File: config.mk
export PLATFORM = sky130hd
export DESIGN_NAME = mcic_bus_read
export DESIGN_NICKNAME = d
export VERILOG_FILES = /design/src/rtl/mcic_pkg.sv /design/src/rtl/mcic_bus_read.sv
export SDC_FILE = /design/constraint.sdc
export NUM_CORES = 1
export LEC_CHECK = 0
export ABC_AREA = 1
export BUFFER_PORTS_ARGS = -buffer_cell sky130_fd_sc_hd__clkbuf_2
export CAP_MARGIN = 20
export CELL_PAD_IN_SITES_DETAIL_PLACEMENT = 0
export CELL_PAD_IN_SITES_GLOBAL_PLACEMENT = 1
export CORE_AREA = 5 5 178 180
export DETAILED_ROUTE_END_ITERATION = 12
export DIE_AREA = 0 0 183 185
export MAX_ROUTING_LAYER = met4
export PLACE_DENSITY = 0.78
export SLEW_MARGIN = 20
export SYNTH_ARGS = -nofsm -noshare
export SYNTH_HDL_FRONTEND = slang
export SYNTH_SLANG_ARGS = --single-unit
File: constraint.sdc
create_clock -name mcic_clk -period 9.72 [get_ports mcic_clk]
set_clock_uncertainty 0.05 [all_clocks]
set_input_delay 1.458 -clock mcic_clk [delete_from_list [all_inputs] [get_ports mcic_clk]]
set_output_delay 1.458 -clock mcic_clk [all_outputs]
set_load 0.02 [all_outputs]
File: src/rtl/mcic_pkg.sv
`default_nettype none

package mcic_pkg;

  // ==========================================================================
  // bus response codes
  // ==========================================================================
  // okay and exokay are the only success codes
  localparam logic [1:0] mcic_resp_okay   = 2'b00;
  localparam logic [1:0] mcic_resp_exokay = 2'b01;
  // slave side failure
  localparam logic [1:0] mcic_resp_slverr = 2'b10;
  // no slave at this address
  localparam logic [1:0] mcic_resp_decerr = 2'b11;

  // ==========================================================================
  // cache geometry
  // ==========================================================================
  // 64 lines of 16 bytes each
  localparam int mcic_index_w = 6;
  // pa[39:10]
  localparam int mcic_tag_w   = 30;

  // ==========================================================================
  // physical address, two decodes of the same 40 bits
  // ==========================================================================
  typedef union packed {
    // line cache view
    struct packed {
      logic [mcic_tag_w-1:0]   tag;
      logic [mcic_index_w-1:0] index;
      // selects the 64-bit half of the line
      logic                    dw_sel;
      logic [2:0]              byte_off;
    } cache;
    // bus view, line address plus offset in the line
    struct packed {
      logic [35:0] line_addr;
      logic [3:0]  line_off;
    } bus;
  } mcic_pa_u;

endpackage

`default_nettype wire

File: src/rtl/mcic_bus_read.sv
`default_nettype none

module mcic_bus_read
  import mcic_pkg::*;
#(
  parameter logic [4:0] AR_ID = 5'h0a
)
(
  input  wire            mcic_clk,
  input  wire            cpurst_b,
  input  wire            miss_valid,
  input  wire mcic_pa_u  miss_addr,
  output logic           miss_ready,
  output logic           ar_valid,
  input  wire            ar_ready,
  output logic [4:0]     ar_id,
  output logic [39:0]    ar_addr,
  input  wire            r_valid,
  input  wire  [4:0]     r_id,
  input  wire  [127:0]   r_data,
  input  wire  [1:0]     r_resp,
  input  wire            r_ecc_err,
  output logic           fill_valid,
  input  wire            fill_ready,
  output logic [63:0]    fill_data,
  output logic           fill_err,
  output logic           refill_valid,
  output mcic_pa_u       refill_addr,
  output logic [127:0]   refill_line
);

  localparam logic [1:0] st_idle = 2'd0;
  localparam logic [1:0] st_addr = 2'd1;
  localparam logic [1:0] st_wait = 2'd2;

  logic [1:0]  state_q;
  logic        id_vld_q;
  mcic_pa_u    addr_q;
  logic        r_id_hit;
  logic        resp_ok;
  logic        beat_clean;
  logic [63:0] beat_dword;
  logic        fill_done;

  // ==========================================================================
  // address channel
  // ==========================================================================
  assign miss_ready = (state_q == st_idle);
  assign ar_valid   = (state_q == st_addr);
  assign ar_id      = AR_ID;
  // always a whole-line read
  assign ar_addr    = {addr_q.bus.line_addr, 4'b0000};

  // ==========================================================================
  // data channel
  // ==========================================================================
  // only our own outstanding id completes; stray beats fall through
  assign r_id_hit   = r_valid && id_vld_q && (r_id == AR_ID);

  always_comb
  begin
    case (r_resp)
      mcic_resp_okay, mcic_resp_exokay:   resp_ok = 1'b1;
      mcic_resp_slverr, mcic_resp_decerr: resp_ok = 1'b0;
      default:                            resp_ok = 1'b0;
    endcase
  end

  assign beat_clean  = resp_ok && !r_ecc_err;
  // upper half for pa[3] set
  assign beat_dword  = addr_q.bus.line_off[3] ? r_data[127:64] : r_data[63:0];
  assign fill_done   = fill_valid && fill_ready;
  assign refill_addr = addr_q;

  // idle -> addr -> wait, back to idle once the fill is taken
  always_ff @(posedge mcic_clk or negedge cpurst_b)
  begin
    if (!cpurst_b)
      state_q <= st_idle;
    else
    begin
      case (state_q)
        st_idle:
          if (miss_valid)
            state_q <= st_addr;
        st_addr:
          if (ar_ready)
            state_q <= st_wait;
        st_wait:
          if (fill_done)
            state_q <= st_idle;
        default:
          state_q <= st_idle;
      endcase
    end
  end

  // id in flight, from ar handshake to matching beat
  always_ff @(posedge mcic_clk or negedge cpurst_b)
  begin
    if (!cpurst_b)
      id_vld_q <= 1'b0;
    else if (r_id_hit)
      id_vld_q <= 1'b0;
    else if (ar_valid && ar_ready)
      id_vld_q <= 1'b1;
  end

  // fill handshake and refill pulse
  always_ff @(posedge mcic_clk or negedge cpurst_b)
  begin
    if (!cpurst_b)
    begin
      fill_valid   <= 1'b0;
      refill_valid <= 1'b0;
    end
    else
    begin
      if (r_id_hit)
        fill_valid <= 1'b1;
      else if (fill_done)
        fill_valid <= 1'b0;
      // bad beats never reach the cache
      refill_valid <= r_id_hit && beat_clean;
    end
  end

  // payload
  always_ff @(posedge mcic_clk)
  begin
    if (miss_valid && miss_ready)
      addr_q <= miss_addr;
    if (r_id_hit)
    begin
      // zero data on ecc error
      fill_data <= r_ecc_err ? 64'd0 : beat_dword;
      fill_err  <= !beat_clean;
    end
    if (r_id_hit && beat_clean)
      refill_line <= r_data;
  end

  // ==========================================================================
  // checks
  // ==========================================================================
  a_ar_hold: assert property (
    @(posedge mcic_clk) disable iff (!cpurst_b)
    ar_valid && !ar_ready |=> ar_valid && $stable(ar_addr) && $stable(ar_id));

  a_no_fill_idle: assert property (
    @(posedge mcic_clk) disable iff (!cpurst_b)
    !(fill_valid && (state_q == st_idle)));

endmodule

`default_nettype wire

Yosys cells after proc, flatten, opt, wreduce, memory -nomap -nowiden
Cells that the tools add are included.
{"block": "word_totals", "register_bits": 238, "latch_bits": 0, "ram_bits": 0, "romBits": 0, "elab_cells": 43, "mem_count": 0}
{"block": "classes", "add_sub_neg": 0, "multipliers": 0, "div_mod_pow": 0, "n_lt_le_gt_ge": 0, "eq_ne": 9, "shifts": 0, "mux": 10, "bitwise_logic": 0, "reduce_logical": 16}
{"cell": "2-to-1 mux 64 bit", "n": 1}
{"cell": "logical AND 1 bit", "n": 7}
{"cell": "== test 2 bit, second input constant", "n": 3}
{"cell": "2-to-1 mux 2 bit", "n": 3}
{"cell": "case mux 2 bit (3 select lines)", "n": 1}
{"cell": "== test 5 x 4 -> 1 bit, second input constant", "n": 1}
{"cell": "== test 2 x 1 -> 1 bit, second input constant", "n": 2}
{"cell": "logical NOT 2 bit", "n": 2}
{"cell": "2-to-1 mux 1 bit", "n": 4}
{"cell": "!= test 2 bit, second input constant", "n": 2}
{"cell": "nonzero test 2 bit", "n": 2}
{"cell": "OR reduction 2 bit", "n": 2}
{"cell": "AND reduction 3 bit", "n": 1}
{"cell": "logical NOT 1 bit", "n": 2}
{"cell": "!= test 2 x 1 -> 1 bit, second input constant", "n": 1}
{"cell": "case mux 1 bit (2 select lines)", "n": 1}

Longest topological paths before layout
{"block": "logic_depth", "word_depth": 5, "ltp_mapped": 5, "depth_no_buf": 5}

Least setup slack after synthesis
OpenSTA, ideal clock, no wires.
{"block": "synth_path", "path_type": "input -> register", "start": "in r_resp[1]", "end": "reg refill_valid", "arrival_time_ps": 7119, "setup_slack_ps": 1862, "stages": 2, "n_path_buf": 0, "cell_sequence": "or2_2 > nor2_1"}
{"block": "synth_via", "elab_chain_len": 5, "word_cells_on_any_way": 9, "classes_between": "eq/ne: 3; mux: 1; reduce/logical: 5"}
{"item": "from (decl)", "line_no": "mcic_bus_read.sv:21", "rtl": "input wire [1:0] r_resp,"}
{"item": "== test 2 bit (tied with other cells)", "line_no": "mcic_bus_read.sv:62", "rtl": "case (r_resp)"}
{"item": "OR reduction 2 bit", "line_no": "mcic_bus_read.sv:62"}
{"item": "case mux 1 bit (2 select lines) *", "line_no": "mcic_bus_read.sv:62"}
{"item": "logical AND 1 bit *", "line_no": "mcic_bus_read.sv:69", "rtl": "assign beat_clean = resp_ok && !r_ecc_err;"}
{"item": "logical AND 1 bit *", "line_no": "mcic_bus_read.sv:124", "rtl": "refill_valid <= r_id_hit && beat_clean;"}
{"item": "to (signal assigned)", "line_no": "mcic_bus_read.sv:124"}
{"item": "to (decl)", "line_no": "mcic_bus_read.sv:27", "rtl": "output logic refill_valid,"}
Mark *: on every way between the ends. The rest lies on a longest branch, timed or not.
A chain may end at the register's enable or synchronous reset.

Worst setup path in the final report
{"block": "layout_path", "start": "reg addr_q, in the netlist refill_addr[3]", "end": "out refill_addr[3] (netlist bit)"}
{"item": "from (decl)", "line_no": "mcic_bus_read.sv:38", "rtl": "mcic_pa_u addr_q;"}
{"item": "from (signal assigned)", "line_no": "mcic_bus_read.sv:132", "rtl": "addr_q <= miss_addr;"}
{"item": "to (decl)", "line_no": "mcic_bus_read.sv:28", "rtl": "output mcic_pa_u refill_addr,"}
No word-level cell between the ends.

==> metrics.txt <==
ANT nets after route 0; worst skew pair latency 520 ps; Area contributors post-synth edfxtp_1 82%, nand2_1 6.1%, buf_4 4.0%; CP cell instances clkbuf_2; Max Fclk 0.297 GHz; H-tree depth 1; die width 183 um; commonest cells in the netlist 233 x edfxtp_1, 139 x nand2_1, 64 x a21oi_1; DR WL/cell 19.2 um; layout net count 1145; Critical path buffers and inverters 1; Power Density 211 nW/um2; Cells after Synth 534; Period Utilization, post-route 0.347; clock net sink count 238; Die Y 185 um; post-synthesis cell area 8570 um2; ys async rst share 0.0210; Leak 5.03 nW; first-pass GRT wire length 36800 um; Worst EP arrival 1860 ps; detailed-placement wirelength estimate 19700 um; Iter 0 DRT Violations 381; HP Class reg2reg; Synth top area share 0.816; Max-cap violations 0; CP Class reg2out; site row count 64; vias post-DR 5910; CP endpoint kind primary output; total power 0.00248 W; Crit path required time 8210 ps; Setup crit start kind register; Initial DRT Pass Iterations 4; status completed; post-synth top area cell edfxtp_1; I/O pin cnt 464; synth warn 0; core area 30000 um2; vias in the first global route 5873; Root Driver clkbuf_16; cts repair resizes 0; Num CTS Buffers 26; final setup fails 0; Register Area 7120 um2; I/O Buffers 453; Max IR drop VDD 0.000105 V; pins over their slew limit 0; Syn-to-layout area delta 37.0%; drt total wl 26400 um; pin count of the biggest net entering global routing 72; total grt overflow 0; RSZ-0062 raised after global routing false; EDFF count, synth 233; Starting Density 0.285; hold-fix buffers at CTS 0; most common cell in the netlist edfxtp_1; Main synth FF type edfxtp_1; Inserted Diodes 0; CP Max Fanout 21; drt drc 0; Tmin final 3370 ps; initial antenna violation count 1; Bufs on Longest Clock Path 3; Post CTS Setup Buffer Count 0; Vias/cell 4.30; Multi-input gate area 948 um2; CP max stage cell edfxtp_1; GR Util All Layers 0.148; Largest stage delay, worst path 1020 ps; Relative slew margins 0.296; Top Family by Delay on Critical Path flip-flops; Least-Margin Pin Slew 1050 ps; setup TNS 0 ps; synthesized area per cell 16.1 um2; die footprint 33900 um2; FF+latch count, synth 238; Final Hold Violating Endpoints 0; CTS clk-pin slew, worst paths 60 ps; post-synthesis sequential area ratio 0.831; gpl congestion 0.769; # fillers 2925; post-synth cell types 14; CTS tree done; share of layout cells above drive strength 1 0.511
-- area by class of cell --
class / count / share of cell area
Clock inverter: 14 / 0.0116
Sequential cell: 238 / 0.607
Inverter: 15 / 0.00480
Clock buffer: 31 / 0.0570
Multi-Input combinational cell: 223 / 0.0808
Timing Repair Buffer: 459 / 0.197
Tap cell: 396 / 0.0422
-- layer usage --
| layer | wire, um | share of wire | vias up | GRT usage |
|---|---|---|---|---|
| li1 | - | - | 2712 | - |
| met1 | 9520 | 0.36 | 2856 | 0.165 |
| met2 | 14000 | 0.53 | 299 | 0.266 |
| met3 | 2280 | 0.086 | 43 | 0.0352 |
| met4 | 624 | 0.024 | 0 | 0.0414 |
| met5 | 0 | 0 | - | - |
-- through the flow --
step                      hold WS, ps  cells  area, um2  worst slack [ps]  utilization
final                             459   1376      11700              6350        0.391
after global routing              522   1376      11700              6220        0.391
after CTS                         459   1376      11700              6250        0.391
after detailed placement          442   1331      10900              5980        0.364
after global placement            441   1331      10900              6000        0.364
after floorplan                   421    541       8600              1860            -
-- cell families after synthesis --
family | count (synthesis) | share of synthesized area
flip-flops | 238 | 0.831
AND/OR/NAND/NOR | 149 | 0.0660
buffers and inverters | 80 | 0.0641
AO/OA/AOI/OAI | 65 | 0.0381
other | 2 | 0.000876
-- power breakdown --
part | internal (W) | leakage (nW) | switching (W) | total (W)
sequential | 0.00119 | 2.18 | 0.0000273 | 0.00122
combinational | 0.0000986 | 2.45 | 0.000231 | 0.000330
clock | 0.000544 | 0.391 | 0.000393 | 0.000937
-- sequential cells by signal (all words and copies together), names as in the netlist --
signal and cells:
fill_data 64, fill_err 1, fill_valid 1, id_vld_q 1, refill_addr 40, refill_line 128
refill_valid 1, state_q 2
-- final timing paths --
| check | startpoint | slack (ps) | cells after the start | end |
|---|---|---|---|---|
| hold reg to reg | state_q[1]$_DFFE_PN0P_ | 460 | 2 | state_q[1]$_DFFE_PN0P_ |
| setup / recovery | refill_addr[3]$_DFFE_PP_ | 6350 | 1 | refill_addr[3] |
| min in group asynchronous | cpurst_b | 710 | 1 | refill_valid$_DFF_PN0_ |
| hold / removal | state_q[1]$_DFFE_PN0P_ | 460 | 2 | state_q[1]$_DFFE_PN0P_ |
| setup reg to reg | refill_addr[3]$_DFFE_PP_ | 6640 | 5 | fill_data[38]$_SDFFCE_PP0P_ |
| max in group asynchronous | cpurst_b | 8740 | 1 | fill_valid$_DFFE_PN0P_ |
-- layout by cell type, fill, tap and decap left out --
cell type,count
or2_2,1
nand2_1,139
dfrtp_1,5
clkinv_8,1
buf_4,6
clkinv_2,5
clkinv_1,3
edfxtp_1,233
clkbuf_16,26
inv_6,1
inv_2,1
a21oi_1,64
clkbuf_2,453
nor2_1,3
clkinvlp_4,2
nor2_4,3
inv_1,14
conb_1,9
clkbuf_1,5
bufinv_16,2
nand3_1,3
o22ai_1,1
(Power assumes the default switching activity.)
