**config.mk**
```make
export PLATFORM = sky130hd
export DESIGN_NAME = mcic_ctrl
export DESIGN_NICKNAME = d
export VERILOG_FILES = /design/src/rtl/mcic_pkg.sv /design/src/rtl/mcic_ctrl.sv
export SDC_FILE = /design/constraint.sdc
export NUM_CORES = 1
export LEC_CHECK = 0
export BUFFER_PORTS_ARGS = -buffer_cell sky130_fd_sc_hd__buf_2
export CAP_MARGIN = 5
export CORE_UTILIZATION = 30
export DETAILED_ROUTE_END_ITERATION = 12
export GPL_TIMING_DRIVEN = 0
export MAX_ROUTING_LAYER = met4
export RECOVER_POWER = 25
export SLEW_MARGIN = 10
export SYNTH_ARGS = -nofsm -noshare
export SYNTH_HDL_FRONTEND = slang
export SYNTH_SLANG_ARGS = --single-unit
```
**constraint.sdc**
```tcl
create_clock -name mcic_clk -period 5 [get_ports mcic_clk]
set_clock_uncertainty 0.1 [all_clocks]
set_input_delay 0.25 -clock mcic_clk [delete_from_list [all_inputs] [get_ports mcic_clk]]
set_output_delay 0.25 -clock mcic_clk [all_outputs]
set_load 0.005 [all_outputs]
```
**src/rtl/mcic_pkg.sv**
```systemverilog
`default_nettype none

package mcic_pkg;

  // ==========================================================================
  // bus response codes
  // ==========================================================================
  // okay and exokay are the only success codes
  localparam logic [1:0] mcic_resp_okay   = 2'b00;
  localparam logic [1:0] mcic_resp_exokay = 2'b01;
  // slave side failure
  localparam logic [1:0] mcic_resp_slverr = 2'b10;
  // no slave at this address
  localparam logic [1:0] mcic_resp_decerr = 2'b11;

  // ==========================================================================
  // cache geometry
  // ==========================================================================
  // 64 lines of 16 bytes each
  localparam int mcic_index_w = 6;
  // pa[39:10]
  localparam int mcic_tag_w   = 30;

  // ==========================================================================
  // physical address, two decodes of the same 40 bits
  // ==========================================================================
  typedef union packed {
    // line cache view
    struct packed {
      logic [mcic_tag_w-1:0]   tag;
      logic [mcic_index_w-1:0] index;
      // selects the 64-bit half of the line
      logic                    dw_sel;
      logic [2:0]              byte_off;
    } cache;
    // bus view, line address plus offset in the line
    struct packed {
      logic [35:0] line_addr;
      logic [3:0]  line_off;
    } bus;
  } mcic_pa_u;

endpackage

`default_nettype wire

```
**src/rtl/mcic_ctrl.sv**
```systemverilog
`default_nettype none

module mcic_ctrl
  import mcic_pkg::*;
(
  input  wire           mcic_clk,
  input  wire           cpurst_b,
  input  wire           req_valid,
  input  wire  [39:0]   req_addr,
  output logic          req_ready,
  output logic          resp_valid,
  output logic [63:0]   resp_data,
  output logic          resp_err,
  input  wire           resp_ready,
  output logic          lookup_valid,
  output mcic_pa_u      lookup_addr,
  input  wire           lookup_done,
  input  wire           lookup_hit,
  input  wire  [63:0]   lookup_data,
  output logic          miss_valid,
  output mcic_pa_u      miss_addr,
  input  wire           miss_ready,
  input  wire           fill_valid,
  output logic          fill_ready,
  input  wire  [63:0]   fill_data,
  input  wire           fill_err
);

  // request phases
  localparam logic [2:0] ph_idle = 3'd0;
  localparam logic [2:0] ph_look = 3'd1;
  localparam logic [2:0] ph_miss = 3'd2;
  localparam logic [2:0] ph_fill = 3'd3;
  localparam logic [2:0] ph_resp = 3'd4;

  logic        frz_q;
  logic [2:0]  phase_q;
  mcic_pa_u    addr_q;
  logic        req_acc;
  logic        resp_acc;
  logic        hit_done;
  logic        fill_acc;

  // ==========================================================================
  // handshakes
  // ==========================================================================
  // frozen from accept until the response is taken
  assign req_ready   = !frz_q;
  assign req_acc     = req_valid && req_ready;
  assign resp_valid  = (phase_q == ph_resp);
  assign resp_acc    = resp_valid && resp_ready;
  assign hit_done    = (phase_q == ph_look) && lookup_done && lookup_hit;
  assign miss_valid  = (phase_q == ph_miss);
  assign fill_ready  = (phase_q == ph_fill);
  assign fill_acc    = fill_valid && fill_ready;
  assign lookup_addr = addr_q;
  assign miss_addr   = addr_q;

  always_ff @(posedge mcic_clk or negedge cpurst_b)
  begin
    if (!cpurst_b)
      frz_q <= 1'b0;
    else if (resp_acc)
      frz_q <= 1'b0;
    else if (req_acc)
      frz_q <= 1'b1;
  end

  // ==========================================================================
  // dispatch
  // ==========================================================================
  always_ff @(posedge mcic_clk or negedge cpurst_b)
  begin
    if (!cpurst_b)
    begin
      phase_q      <= ph_idle;
      lookup_valid <= 1'b0;
    end
    else
    begin
      // single-cycle lookup pulse right after accept
      lookup_valid <= req_acc;
      case (phase_q)
        ph_idle:
          if (req_acc)
            phase_q <= ph_look;
        ph_look:
          if (lookup_done)
            phase_q <= lookup_hit ? ph_resp : ph_miss;
        ph_miss:
          if (miss_ready)
            phase_q <= ph_fill;
        ph_fill:
          if (fill_valid)
            phase_q <= ph_resp;
        ph_resp:
          if (resp_ready)
            phase_q <= ph_idle;
        default:
          phase_q <= ph_idle;
      endcase
    end
  end

  // ==========================================================================
  // response register
  // ==========================================================================
  always_ff @(posedge mcic_clk)
  begin
    if (req_acc)
      addr_q <= req_addr;
    // hit data is always clean
    if (hit_done)
    begin
      resp_data <= lookup_data;
      resp_err  <= 1'b0;
    end
    else if (fill_acc)
    begin
      resp_data <= fill_data;
      resp_err  <= fill_err;
    end
  end

  // held response under back-pressure
  a_resp_hold: assert property (
    @(posedge mcic_clk) disable iff (!cpurst_b)
    resp_valid && !resp_ready |=> resp_valid && $stable(resp_data) && $stable(resp_err));

endmodule

`default_nettype wire

```
# Word-level counts from Yosys, hierarchy flattened

Cells that the tools add are included.

Word-level logic and storage cells: 36
Bits of input ports: 177
Register bits after elaboration: 110

Equal/unequal tests: 9
Multiplexer cells: 11
Reduce and logical (&&, ||, !) cells: 10

Operators with widths:

| operator                                                         | count |
|---|---|
| 64-bit 2-to-1 mux                                                | 2 |
| 3-bit 2-to-1 mux                                                 | 6 |
| 3-bit case mux with 5 select lines                               | 1 |
| 3-bit by 2-bit == test with 1-bit output (second input constant) | 2 |
| 2-bit != test (second input constant)                            | 3 |
| 1-bit logical AND                                                | 5 |
| 5-bit AND reduction                                              | 1 |
| 2-bit by 1-bit != test with 1-bit output (second input constant) | 2 |
| 2-bit nonzero test                                               | 2 |
| 3-bit by 1-bit == test with 1-bit output (second input constant) | 1 |
| 3-bit == test (second input constant)                            | 1 |
| 3-bit logical NOT                                                | 1 |
| 1-bit 2-to-1 mux                                                 | 2 |
| 1-bit logical NOT                                                | 1 |

# Longest topological paths before layout

Gate-level depths: netlist (run 1).

Depth in word-level cells: 4
Gate-level depth with buffers: 6
Depth with buffers taken out: 3

# Least setup slack after synthesis (run 1)

No wires, ideal clock.

Path type: reg-to-reg
Start: reg phase_q[1]
End: reg resp_data[0] (enable)
Slack: 2.061 ns
Period minus slack after synthesis: 2.939 ns
Buffers on the path: 3
Data required time: 4.476 ns
Cell stages (with the launch flop): 7
Arrival time: 2.415 ns
Path through: dfrtp_1 -> buf_2 -> nor2b_4 -> nand3_2 -> buf_6 -> buf_6 -> nand2_1

Cells in the longest elaborated chain, start to end: 4
Elaborated cells on any way between the ends: 6
Classes of those cells: eq/ne (2); reduce/logical (4)

RTL lines:

| item                                     | line             | source |
|---|---|---|
| start: declaration                       | mcic_ctrl.sv:37  | `logic [2:0] phase_q;` |
| start signal: assignment                 | mcic_ctrl.sv:76  | `phase_q <= ph_idle;` |
| start signal: assignment                 | mcic_ctrl.sv:86  | `phase_q <= ph_look;` |
| start signal: assignment                 | mcic_ctrl.sv:89  | `phase_q <= lookup_hit ? ph_resp : ph_miss;` |
| 3-bit by 1-bit == test with 1-bit output | mcic_ctrl.sv:52  | `assign hit_done = (phase_q == ph_look) && lookup_done && lookup_hit;` |
| 1-bit logical AND (2 in a row)           | mcic_ctrl.sv:52  |  |
| 2-bit nonzero test (no line) *           | --               |  |
| end signal: assignment                   | mcic_ctrl.sv:115 | `resp_data <= lookup_data;` |
| end signal: assignment                   | mcic_ctrl.sv:120 | `resp_data <= fill_data;` |
| end: declaration                         | mcic_ctrl.sv:12  | `output logic [63:0] resp_data,` |

Mark *: on every way between the ends. The rest lies on a longest branch, timed or not.
A chain may end at the register's enable or synchronous reset.

# Worst setup path in the final report (run 1)

Start: reg phase_q[1]
End: reg resp_data[36] (enable)

Same word-level chain as after synthesis.

==> flow_summary_export.csv, run 1 <==
group,metric,value,unit
sta,rsz0062_at_grt,"no",
floorplanning,die_x,127,um
pwr,power.density,351,mW/mm^2
worst_setup_path,required,4.88,ns
finish,n_fill_cell,1389,
yosys,synth_fa_ha_area_share,0,%
worst_setup_path,startpoint,"phase_q[1]",
clock_network,clk_latency,0.35,ns
floorplanning,fp.dieH,127,um
detailed_routing,avgViaCountPerCell,4.19,
detailed_routing,routedWlPerCell,15.0,um
worst_setup_path,reg2reg_to,"resp_data[36]",
floorplanning,start_util,30.7,%
grt,grt_start_max_net_pins,65,
yosys,synth_xor_area_share,0,%
grt,grt-ovfl-total,0,
worst_setup_path,r2r_start,"phase_q[1]",
floorplanning,core_area,0.0152,sq mm
worst_setup_path,cp.arrival,2.39,ns
sta,hold_viol,0,
finish,drive_gt1_share,68.0,%
detailed_routing,drt_iter0_drc,130,
yosys,ys_seq_area_share,70.0,%
clock_network,cts_sinks,110,
detailed_routing,ant_nets,0,
grt,grt_pass1_wl,17700,um
pwr,worst_ir_drop_vdd,0.156,mV
yosys,synthMuxAreaShare,18.7,%
sta,worst_pin_slew,0.959,ns
finish,mostFrequentLayoutCell,"buf_2",
detailed_routing,drc_errors,0,
sta,max_slew_margin,35.9,%
min_path,hold_depth,2,
finish,multi_input_area,0.00101,sq mm
yosys,ys.warnings.count,0,
status,status,"complete, no violations",
run,cap_viol_max_count,0,
worst_setup_path,critPathCaptureType,"register",
clock_network,root_buffer,"clkbuf_16",
finish,final_net_count,804,
sta,min_period,2.51,ns
clock_network,clockBufferDepth,2,
grt,gr-usage-all-layers,15.6,%
placement,port_buffers,326,
yosys,ys_ff_latch,110,
yosys,synth_fp_nets,424,
sta,hold-worst-slack,0.0343,ns
clock_network,cts_resized,0,
finish,layout_common_cells,"buf_2, edfxtp_1, dlygate4sd3_1",
clock_network,path_clk_slew,0.08,ns
clock_network,tritoncts,"built",
finish,seq_area,0.00327,sq mm
min_path,min_delay_worst_endpoint,"resp_err",
detailed_routing,drtPass1Iterations,4,
placement,place.gp.congestion,0.734,
grt,grt_antenna_before_repair,1,
placement,dp_hpwl,9590,um
clock_network,cts_setup_buffers,0,
yosys,syn_avg_cell_area,18.9,sq um
sta,maxSlewViolCount,0,
yosys,synthCells,247,
sta,finalSetupViolCount,0,
yosys,synthSimpleGateAreaFrac,2.14,%
worst_setup_path,rr_worst_depth,6,
floorplanning,io_pins,327,
worst_setup_path,regToRegSetupSlack,2.49,ns
floorplanning,rows,45,
sta,finalCritPeriodShare,50.1,%
finish,syn_to_final_growth,55.7,%
grt,first_global_vias,3402,
worst_setup_path,cp-start-kind,"register",
detailed_routing,num_vias,3440,
yosys,netlist_area,0.00467,sq mm
clock_network,ctsHoldBuffers,42,
worst_setup_path,setup.worst_path.class,"register to register",
clock_network,cts_made_buffers,9,
min_path,min_from,"lookup_hit",
sta,tns,0,ns
yosys,synth_compound_gate_area_share,0.884,%
detailed_routing,wirelength,12300,um
sta,clock.fmax,399,MHz
worst_setup_path,worst-path-max-fanout,64,
clock_network,cts_htree_levels,3,
min_path,worstHoldPathType,"input port to register",
yosys,synth_top_family_by_area,"multiplexers",
yosys,synth_cell_types,26,
floorplanning,die-area,0.0161,sq mm
pwr,p_leak,3.36,nW
-- worst max path at each step --
stage | endpoint | slack, ns | depth (start not counted)
floorplan | resp_data[0] | 2.06 | 6
global placement | resp_data[10] | 1.23 | 6
detailed placement | resp_data[10] | 2.59 | 6
CTS | resp_data[48] | 2.58 | 6
global route | resp_data[36] | 2.29 | 6
finish | resp_data[36] | 2.49 | 6
-- report_power, final --
part	leakage, nW	total (mW)	switching, mW	internal, mW
logic	2.19	0.562	0.258	0.304
registers	1.01	1.21	0.0379	1.17
clock network	0.157	0.781	0.336	0.444
total	3.36	2.55	0.633	1.92
-- routing by layer --
layer  vias up  wire [um]  GRT usage [%]  share of wire, %
met2       181       6620           29.0                54
met5         -          0              -                 0
li1       1647          -              -                 -
met3        12        860           3.29               7.0
met1      1600       4540           15.3                37
met4         0        269           7.98               2.2
-- area by class of cell --
cell class | instances | share of cell area [%]
sequential | 110 | 45.0
timing repair buffer | 369 | 28.0
multi-input combinational | 86 | 14.0
buffer | 49 | 5.22
tap | 188 | 3.24
clock buffer | 10 | 3.15
clock inverter | 6 | 1.31
inverter | 2 | 0.103
antenna | 1 | 0.0344
-- worst max-delay path, cell delays in order, from the launching register on --
cell     delay, ns
dfrtp_1       0.36
buf_2         0.16
nor2b_1       0.29
nand3_2       0.19
buf_6         0.20
buf_6         0.17
nand2_4       0.63
-- stage by stage --
stage	util (%)	setup slack [ns]	cell area (sq um)	total power, mW	std cells
after floorplan	-	2.06	4670	1.53	247
after global placement	43.0	1.23	6540	1.78	761
after detailed placement	43.2	2.59	6570	1.79	762
after CTS	48.1	2.58	7320	2.60	820
after global routing	47.8	2.29	7270	2.67	821
final	47.8	2.49	7270	2.55	821
-- sequential cells by signal (all words and copies together) (netlist names) --
signal,count
resp_err,1
frz_q,1
lookup_addr,40
phase_q,3
resp_data,64
lookup_valid,1
-- cells in the mapped netlist, drive strengths merged --
cell / instances / area, sq um
a31oi: 1 / 6.26
nor2b: 2 / 20.0
edfxtp: 104 / 3120
dfxtp: 1 / 20.0
dfrtp: 5 / 125
nand2: 2 / 7.51
inv: 2 / 7.51
nor3b: 2 / 15.0
nand3: 2 / 15.0
nand2b: 2 / 12.5
a21o: 1 / 7.51
and2b: 1 / 7.51
nand4b: 1 / 8.76
mux2i: 1 / 10.0
a32oi: 1 / 8.76
and2: 1 / 6.26
a21oi: 2 / 10.0
a221oi: 1 / 8.76
buf: 49 / 379
mux2: 64 / 863
nor2: 2 / 7.51
-- kinds of logic after synthesis --
| logic type | after synthesis |
|---|---|
| AO/OA/AOI/OAI | 6 |
| buffers and inverters | 51 |
| flip-flops | 110 |
| multiplexers | 65 |
| AND/OR/NAND/NOR | 15 |
No activity file was read; power rests on OpenSTA's default activity.
==> run 2: changes to the inputs <==
==> constraint.sdc (replaced) <==
create_clock -name mcic_clk -period 2.3 [get_ports mcic_clk]
set_clock_uncertainty 0.1 [all_clocks]
set_input_delay 0.115 -clock mcic_clk [delete_from_list [all_inputs] [get_ports mcic_clk]]
set_output_delay 0.115 -clock mcic_clk [all_outputs]
set_load 0.005 [all_outputs]
==> run 2 against run 1 <==
Net effect: the run now fails in clock tree synthesis (4_1_cts); synthesized cell count stayed put; synthesized area stayed put.
==> flow_summary_export.csv, run 2 <==
group,metric,value,unit
yosys,synth_cell_types,26,
yosys,ys_seq_area_share,70.0,%
clock_network,cts_resized,1,
status,lastStage,"clock tree synthesis (4_1_cts)",
yosys,synth_compound_gate_area_share,0.884,%
clock_network,cts_setup_buffers,0,
yosys,syn_avg_cell_area,18.9,sq um
yosys,synthSimpleGateAreaFrac,2.14,%
yosys,yosysMostFrequentCell,"edfxtp_1",
yosys,ys.warnings.count,0,
yosys,ys.flop_type,"edfxtp_1",
clock_network,clockBufferDepth,2,
clock_network,root_buffer,"clkbuf_16",
floorplanning,start_util,30.7,%
clock_network,cts_made_buffers,9,
floorplanning,fp.dieH,127,um
yosys,yosysTopAreaCell,"edfxtp_1",
yosys,netlist.area_leader.share,66.9,%
placement,place.gp.congestion,0.743,
yosys,synth_fp_nets,424,
status,firstError,"[ERROR RSZ-0060] Max buffer count reached.",
yosys,synthCells,247,
yosys,synth_xor_area_share,0,%
clock_network,ctsHoldBuffers,156,
floorplanning,rows,45,
floorplanning,die_x,127,um
placement,dp_cells,762,
floorplanning,io_pins,327,
yosys,synth_fa_ha_area_share,0,%
status,status,"aborted with a tool error",
yosys,synth_area_leaders,"edfxtp_1, mux2_4, buf_4",
yosys,synth_common_cells,"edfxtp_1, buf_4, mux2_4",
placement,placed_cell_area,0.00657,sq mm
yosys,ys_ff_latch,110,
yosys,synth_edf_count,104,
placement,dp_hpwl,9540,um
yosys,ys_async_sr_fraction,4.55,%
clock_network,cts_htree_levels,3,
placement,port_buffers,326,
yosys,synth_top_family_by_area,"multiplexers",
yosys,synthMuxAreaShare,18.7,%
yosys,netlist_area,0.00467,sq mm
clock_network,cts_sinks,110,
-- run 2: logic make-up after synthesis --
group           count (synthesis)
compound gates                  6
buf+inv                        51
flops                         110
mux                            65
simple gates                   15
-- run 2: per-stage QoR --
stage	TNS (ns)	setup WS [ns]
2_1_floorplan	0	0.229
3_3_place_gp	-6.53	-0.191
3_5_place_dp	-4.90	-0.0820
==> run 3: changes to the inputs <==
--- a/config.mk
+++ b/config.mk
@@ -7,10 +7,10 @@
 export LEC_CHECK = 0
 export BUFFER_PORTS_ARGS = -buffer_cell sky130_fd_sc_hd__buf_2
 export CAP_MARGIN = 5
-export CORE_UTILIZATION = 30
+export CORE_UTILIZATION = 20
 export DETAILED_ROUTE_END_ITERATION = 12
 export GPL_TIMING_DRIVEN = 0
-export MAX_ROUTING_LAYER = met4
+export PLACE_DENSITY_LB_ADDON = 0.15
 export RECOVER_POWER = 25
 export SLEW_MARGIN = 10
 export SYNTH_ARGS = -nofsm -noshare
==> constraint.sdc (replaced) <==
create_clock -name mcic_clk -period 3 [get_ports mcic_clk]
set_clock_uncertainty 0.1 [all_clocks]
set_input_delay 0.15 -clock mcic_clk [delete_from_list [all_inputs] [get_ports mcic_clk]]
set_output_delay 0.15 -clock mcic_clk [all_outputs]
set_load 0.005 [all_outputs]
==> run 3 against run 2 <==
Net effect: the flow now finishes without violations.
==> flow_summary_export.csv, run 3 (synthesized netlist as in run 1, its figures left out) <==
group,metric,value,unit
worst_setup_path,cpMaxStageDelayCell,"dlygate4sd3_1",
sta,hold-worst-slack,0.0247,ns
grt,grt_antenna_before_repair,0,
worst_setup_path,setup.worst_path.class,"register to register",
finish,n_fill_cell,2278,
clock_network,cts_sinks,110,
pwr,internal_power,3.20,mW
run,cap_viol_max_count,0,
clock_network,root_buffer,"clkbuf_16",
detailed_routing,routedWlPerCell,13.2,um
pwr,finalPower,4.30,mW
detailed_routing,drc_errors,0,
clock_network,clockBufferDepth,2,
sta,max_slew_margin,17.6,%
worst_setup_path,path_common_cell,"buf_6",
sta,worst_pin_slew,1.23,ns
finish,mostFrequentLayoutCell,"buf_2",
finish,syn_to_final_growth,82.3,%
grt,gr-usage-all-layers,11.4,%
floorplanning,rows,55,
finish,layout_common_cells,"buf_2, dlygate4sd3_1, edfxtp_1",
worst_setup_path,critPathCaptureType,"register",
grt,first_global_vias,3999,
worst_setup_path,worst-path-max-fanout,10,
placement,port_buffers,326,
sta,clock.fmax,390,MHz
sta,finalSetupViolCount,0,
sta,maxSlewViolCount,0,
clock_network,clk_latency,0.35,ns
detailed_routing,num_vias,3922,
sta,hold_viol,0,
sta,min_period,2.56,ns
floorplanning,die_x,155,um
worst_setup_path,required,3.01,ns
clock_network,cts_htree_levels,3,
finish,stdcell_count,1059,
detailed_routing,avgViaCountPerCell,3.70,
placement,dp_cells,888,
status,status,"complete, no violations",
clock_network,cts_resized,0,
pwr,p_switching,1.10,mW
floorplanning,start_util,20.5,%
worst_setup_path,startpoint,"phase_q[1]",
placement,dp_hpwl,10100,um
floorplanning,fp.dieH,155,um
clock_network,cts_made_buffers,9,
worst_setup_path,slowest_delay,0.56,ns
pwr,p_sw_share,25.6,%
sta,finalCritPeriodShare,85.4,%
sta,tns,0,ns
pwr,p_leak,3.77,nW
floorplanning,io_pins,327,
finish,largest-register,"resp_data",
worst_setup_path,r2r_start,"phase_q[1]",
finish,final_net_count,918,
floorplanning,core_area,0.0228,sq mm
pwr,power.density,505,mW/mm^2
sta,rsz0062_at_grt,"no",
worst_setup_path,cp-start-kind,"register",
clock_network,tritoncts,"built",
min_path,worstHoldPathType,"input port to register",
detailed_routing,drtPass1Iterations,4,
finish,largest_reg_flops,64,
pwr,clkPwrFrac,26.2,%
grt,grt-ovfl-total,0,
grt,grt_start_max_net_pins,56,
worst_setup_path,cp_cell_sequence,"buf_2, nor2b_1, nand3_2, buf_6, buf_6, mux2_4, dlygate4sd3_1",
detailed_routing,wirelength,13900,um
pwr,worst_ir_drop_vdd,0.207,mV
detailed_routing,drt_iter0_drc,94,
clock_network,path_clk_slew,0.08,ns
floorplanning,die-area,0.0240,sq mm
grt,grt_pass1_wl,20500,um
min_path,min_from,"fill_data[4]",
finish,antenna_cells,0,
placement,place.gp.congestion,0.708,
finish,drive_gt1_share,56.0,%
clock_network,cts_setup_buffers,0,
pwr,seq_power_share,46.8,%
detailed_routing,ant_nets,0,
worst_setup_path,cp.arrival,2.57,ns
pwr,comb_power_share,27.0,%
run 3: worst paths after layout:
path                       cells past startpoint  slack (ns)       endpoint
setup / recovery                               7        0.44  resp_data[28]
hold / removal                                 2        0.02   resp_data[4]
setup reg to reg                               7        0.44  resp_data[28]
hold reg to reg                                1        0.42     phase_q[1]
max in group asynchronous                      2        2.43     phase_q[2]
min in group asynchronous                      2        0.12          frz_q
run 3: metrics by stage:
step	setup slack, ns	area (sq um)	util (%)
after floorplan	0.0611	4670	-
after global placement	-0.978	6690	29.4
after detailed placement	0.809	6760	29.7
after CTS	0.478	8570	37.6
after global routing	0.308	8510	37.4
final	0.437	8510	37.4
run 3: metal layers:
layer	up-vias	track usage, %	share of wire (%)
li1	1872	-	-
met1	1814	12.2	39
met2	223	20.8	51
met3	13	3.39	8.6
met4	0	4.53	1.6
met5	-	0	0
run 3: final cells by class:
cell class	instances	area (sq um)	share of cell area [%]
buffer	49	379	4.45
clock buffer	12	236	2.78
clock inverter	4	31.3	0.367
inverter	2	7.51	0.0882
multi-input combinational	86	1010	11.9
sequential	110	3270	38.4
tap	313	392	4.60
timing repair buffer	483	3180	37.4
run 3: power by group through the flow:
stage | clock network [mW] | registers, mW | logic (mW)
after global placement | 0 | 2.07 | 0.928
after floorplan | 0 | 2.07 | 0.473
after global routing | 1.24 | 2.03 | 1.27
after CTS | 1.20 | 2.01 | 1.20
after detailed placement | 0 | 2.05 | 0.968
final | 1.13 | 2.01 | 1.16
run 3: what timing repair did:
item | 4_1_cts | 5_1_grt
hold endpoints to repair | 104 | 0
endpoints found under the setup margin | 0 | 0
hold buffers | 155 | 0
run 3: worst max-delay path, delay by kind of cell, from the launching register on:
| family | cells | cell delay (ns) |
|---|---|---|
| buffers and inverters | 4 | 1.09 |
| DFF | 1 | 0.35 |
| and+or+nand+nor | 2 | 0.47 |
| muxes | 1 | 0.31 |
==> run 4: changes to the inputs <==
--- a/config.mk
+++ b/config.mk
@@ -5,9 +5,13 @@
 export SDC_FILE = /design/constraint.sdc
 export NUM_CORES = 1
 export LEC_CHECK = 0
+export ABC_CLOCK_PERIOD_IN_PS = 3000
 export BUFFER_PORTS_ARGS = -buffer_cell sky130_fd_sc_hd__buf_2
 export CAP_MARGIN = 5
+export CELL_PAD_IN_SITES_DETAIL_PLACEMENT = 1
+export CELL_PAD_IN_SITES_GLOBAL_PLACEMENT = 1
 export CORE_UTILIZATION = 20
+export CTS_CLUSTER_SIZE = 20
 export DETAILED_ROUTE_END_ITERATION = 12
 export GPL_TIMING_DRIVEN = 0
 export PLACE_DENSITY_LB_ADDON = 0.15
==> run 4 against run 3 <==
Net effect: global-route usage increased by 1.5 points; clock power about the same; maximum frequency increased by 3.6%; critical path type unchanged; highest routed layer unchanged.
==> flow_summary_export.csv, run 4 (synthesized netlist as in run 1, its figures left out) <==
group,metric,value,unit
floorplanning,die_x,155,um
clock_network,cts_sinks,110,
finish,syn_to_final_growth,84.7,%
clock_network,cts_htree_levels,3,
sta,hold-worst-slack,0.0205,ns
floorplanning,io_pins,327,
grt,grt_start_max_net_pins,38,
pwr,p_sw_share,26.2,%
pwr,internal_power,3.21,mW
detailed_routing,drtPass1Iterations,3,
clock_network,tritoncts,"built",
worst_setup_path,path_depth,6,
finish,largest_reg_flops,64,
sta,finalSetupViolCount,0,
pwr,worst_ir_drop_vdd,0.229,mV
detailed_routing,routedWlPerCell,14.3,um
detailed_routing,wirelength,15300,um
detailed_routing,avgViaCountPerCell,3.74,
worst_setup_path,r2r_start,"phase_q[0]",
clock_network,clk_latency,0.35,ns
sta,tns,0,ns
clock_network,cts_setup_buffers,0,
clock_network,ctsHoldBuffers,166,
placement,port_buffers,326,
sta,worst_pin_slew,1.06,ns
worst_setup_path,regToRegSetupSlack,0.53,ns
grt,first_global_vias,4384,
min_path,worstHoldPathType,"input port to register",
clock_network,cts_made_buffers,9,
grt,grt-ovfl-total,0,
pwr,p_leak,3.83,nW
floorplanning,core_area,0.0228,sq mm
clock_network,path_clk_slew,0.08,ns
sta,maxSlewViolCount,0,
sta,max_slew_margin,29.3,%
sta,clock.fmax,404,MHz
pwr,power.density,504,mW/mm^2
grt,gr-usage-all-layers,12.9,%
detailed_routing,drc_errors,0,
floorplanning,rows,55,
worst_setup_path,cp-start-kind,"register",
worst_setup_path,slowest_delay,0.56,ns
worst_setup_path,setup.worst_path.class,"register to register",
worst_setup_path,rr_worst_depth,6,
worst_setup_path,critical-path-top-delay-family,"buffers and inverters",
worst_setup_path,critPathCaptureType,"register",
detailed_routing,num_vias,3999,
sta,hold_viol,0,
clock_network,clockBufferDepth,2,
pwr,comb_power_share,27.4,%
finish,drive_gt1_share,55.1,%
worst_setup_path,startpoint,"phase_q[0]",
floorplanning,fp.dieH,155,um
floorplanning,start_util,20.5,%
detailed_routing,drt_iter0_drc,119,
placement,dp_hpwl,11000,um
grt,grt_pass1_wl,23500,um
pwr,p_switching,1.14,mW
finish,layout_common_cells,"buf_2, dlygate4sd3_1, edfxtp_1",
worst_setup_path,cpMaxStageDelayCell,"dlygate4sd3_1",
finish,n_fill_cell,2528,
finish,antenna_cells,0,
sta,rsz0062_at_grt,"no",
run,cap_viol_max_count,0,
worst_setup_path,critical_path.endpoint,"resp_data[23]",
finish,largest-register,"resp_data",
floorplanning,die-area,0.0240,sq mm
pwr,clkPwrFrac,26.4,%
worst_setup_path,worst-path-max-fanout,10,
worst_setup_path,required,3.00,ns
finish,final_net_count,929,
sta,min_period,2.47,ns
clock_network,cts_resized,0,
worst_setup_path,cp.buffers_inverters,3,
placement,place.gp.congestion,0.706,
status,status,"complete, no violations",
pwr,seq_power_share,46.2,%
clock_network,root_buffer,"clkbuf_16",
sta,finalCritPeriodShare,82.5,%
finish,mostFrequentLayoutCell,"buf_2",
worst_setup_path,cp.arrival,2.47,ns
worst_setup_path,cp_cell_sequence,"buf_4, and2b_1, nand3_2, buf_2, mux2_2, dlygate4sd3_1",
detailed_routing,ant_nets,0,
grt,grt_antenna_before_repair,0,
worst_setup_path,reg2reg_to,"resp_data[23]",
==> run 4: metrics by stage <==
step | utilization [%] | std cells | instance area (sq um) | total power [mW] | setup slack (ns)
after global routing | 37.9 | 1070 | 8630 | 4.59 | 0.421
final | 37.9 | 1070 | 8630 | 4.35 | 0.525
after detailed placement | 29.6 | 888 | 6750 | 3.02 | 0.697
after CTS | 38.1 | 1070 | 8680 | 4.46 | 0.473
after global placement | 29.4 | 886 | 6690 | 3.00 | -1.03
after floorplan | - | 247 | 4670 | 2.55 | 0.0611
==> run 4: how the worst min path moves through the flow <==
stage	to	start	depth (start not counted)	slack [ns]
6_report	resp_data[51]	fill_data[51]	2	0.02
3_5_place_dp	lookup_valid	cpurst_b	1	-0.11
5_1_grt	resp_data[51]	fill_data[51]	2	0.01
2_1_floorplan	frz_q	cpurst_b	0	-0.25
3_3_place_gp	frz_q	cpurst_b	1	-0.12
4_1_cts	resp_data[18]	fill_data[18]	2	0.001
==> run 4: routing by layer <==
| layer | share of wire [%] | global-route usage [%] |
|---|---|---|
| met2 | 52 | 23.9 |
| met5 | 0 | 0 |
| met1 | 37 | 13.0 |
| met4 | 1.6 | 5.00 |
| met3 | 9.8 | 4.71 |
==> run 4: area by class of cell <==
type / count / area [sq um] / area share, %
clock buffer: 9 / 225 / 2.61
clock inverter: 7 / 48.8 / 0.566
timing repair buffer: 494 / 3280 / 38.1
multi-input combinational: 86 / 1020 / 11.9
inverter: 2 / 7.51 / 0.0870
tap: 313 / 392 / 4.54
sequential: 110 / 3270 / 37.9
buffer: 49 / 379 / 4.40
==> run 4: power groups by stage <==
stage	logic (mW)	registers [mW]	clock network, mW
finish	1.19	2.01	1.15
global route	1.30	2.04	1.25
floorplan	0.473	2.07	0
CTS	1.23	2.01	1.21
detailed placement	0.974	2.05	0
global placement	0.931	2.07	0
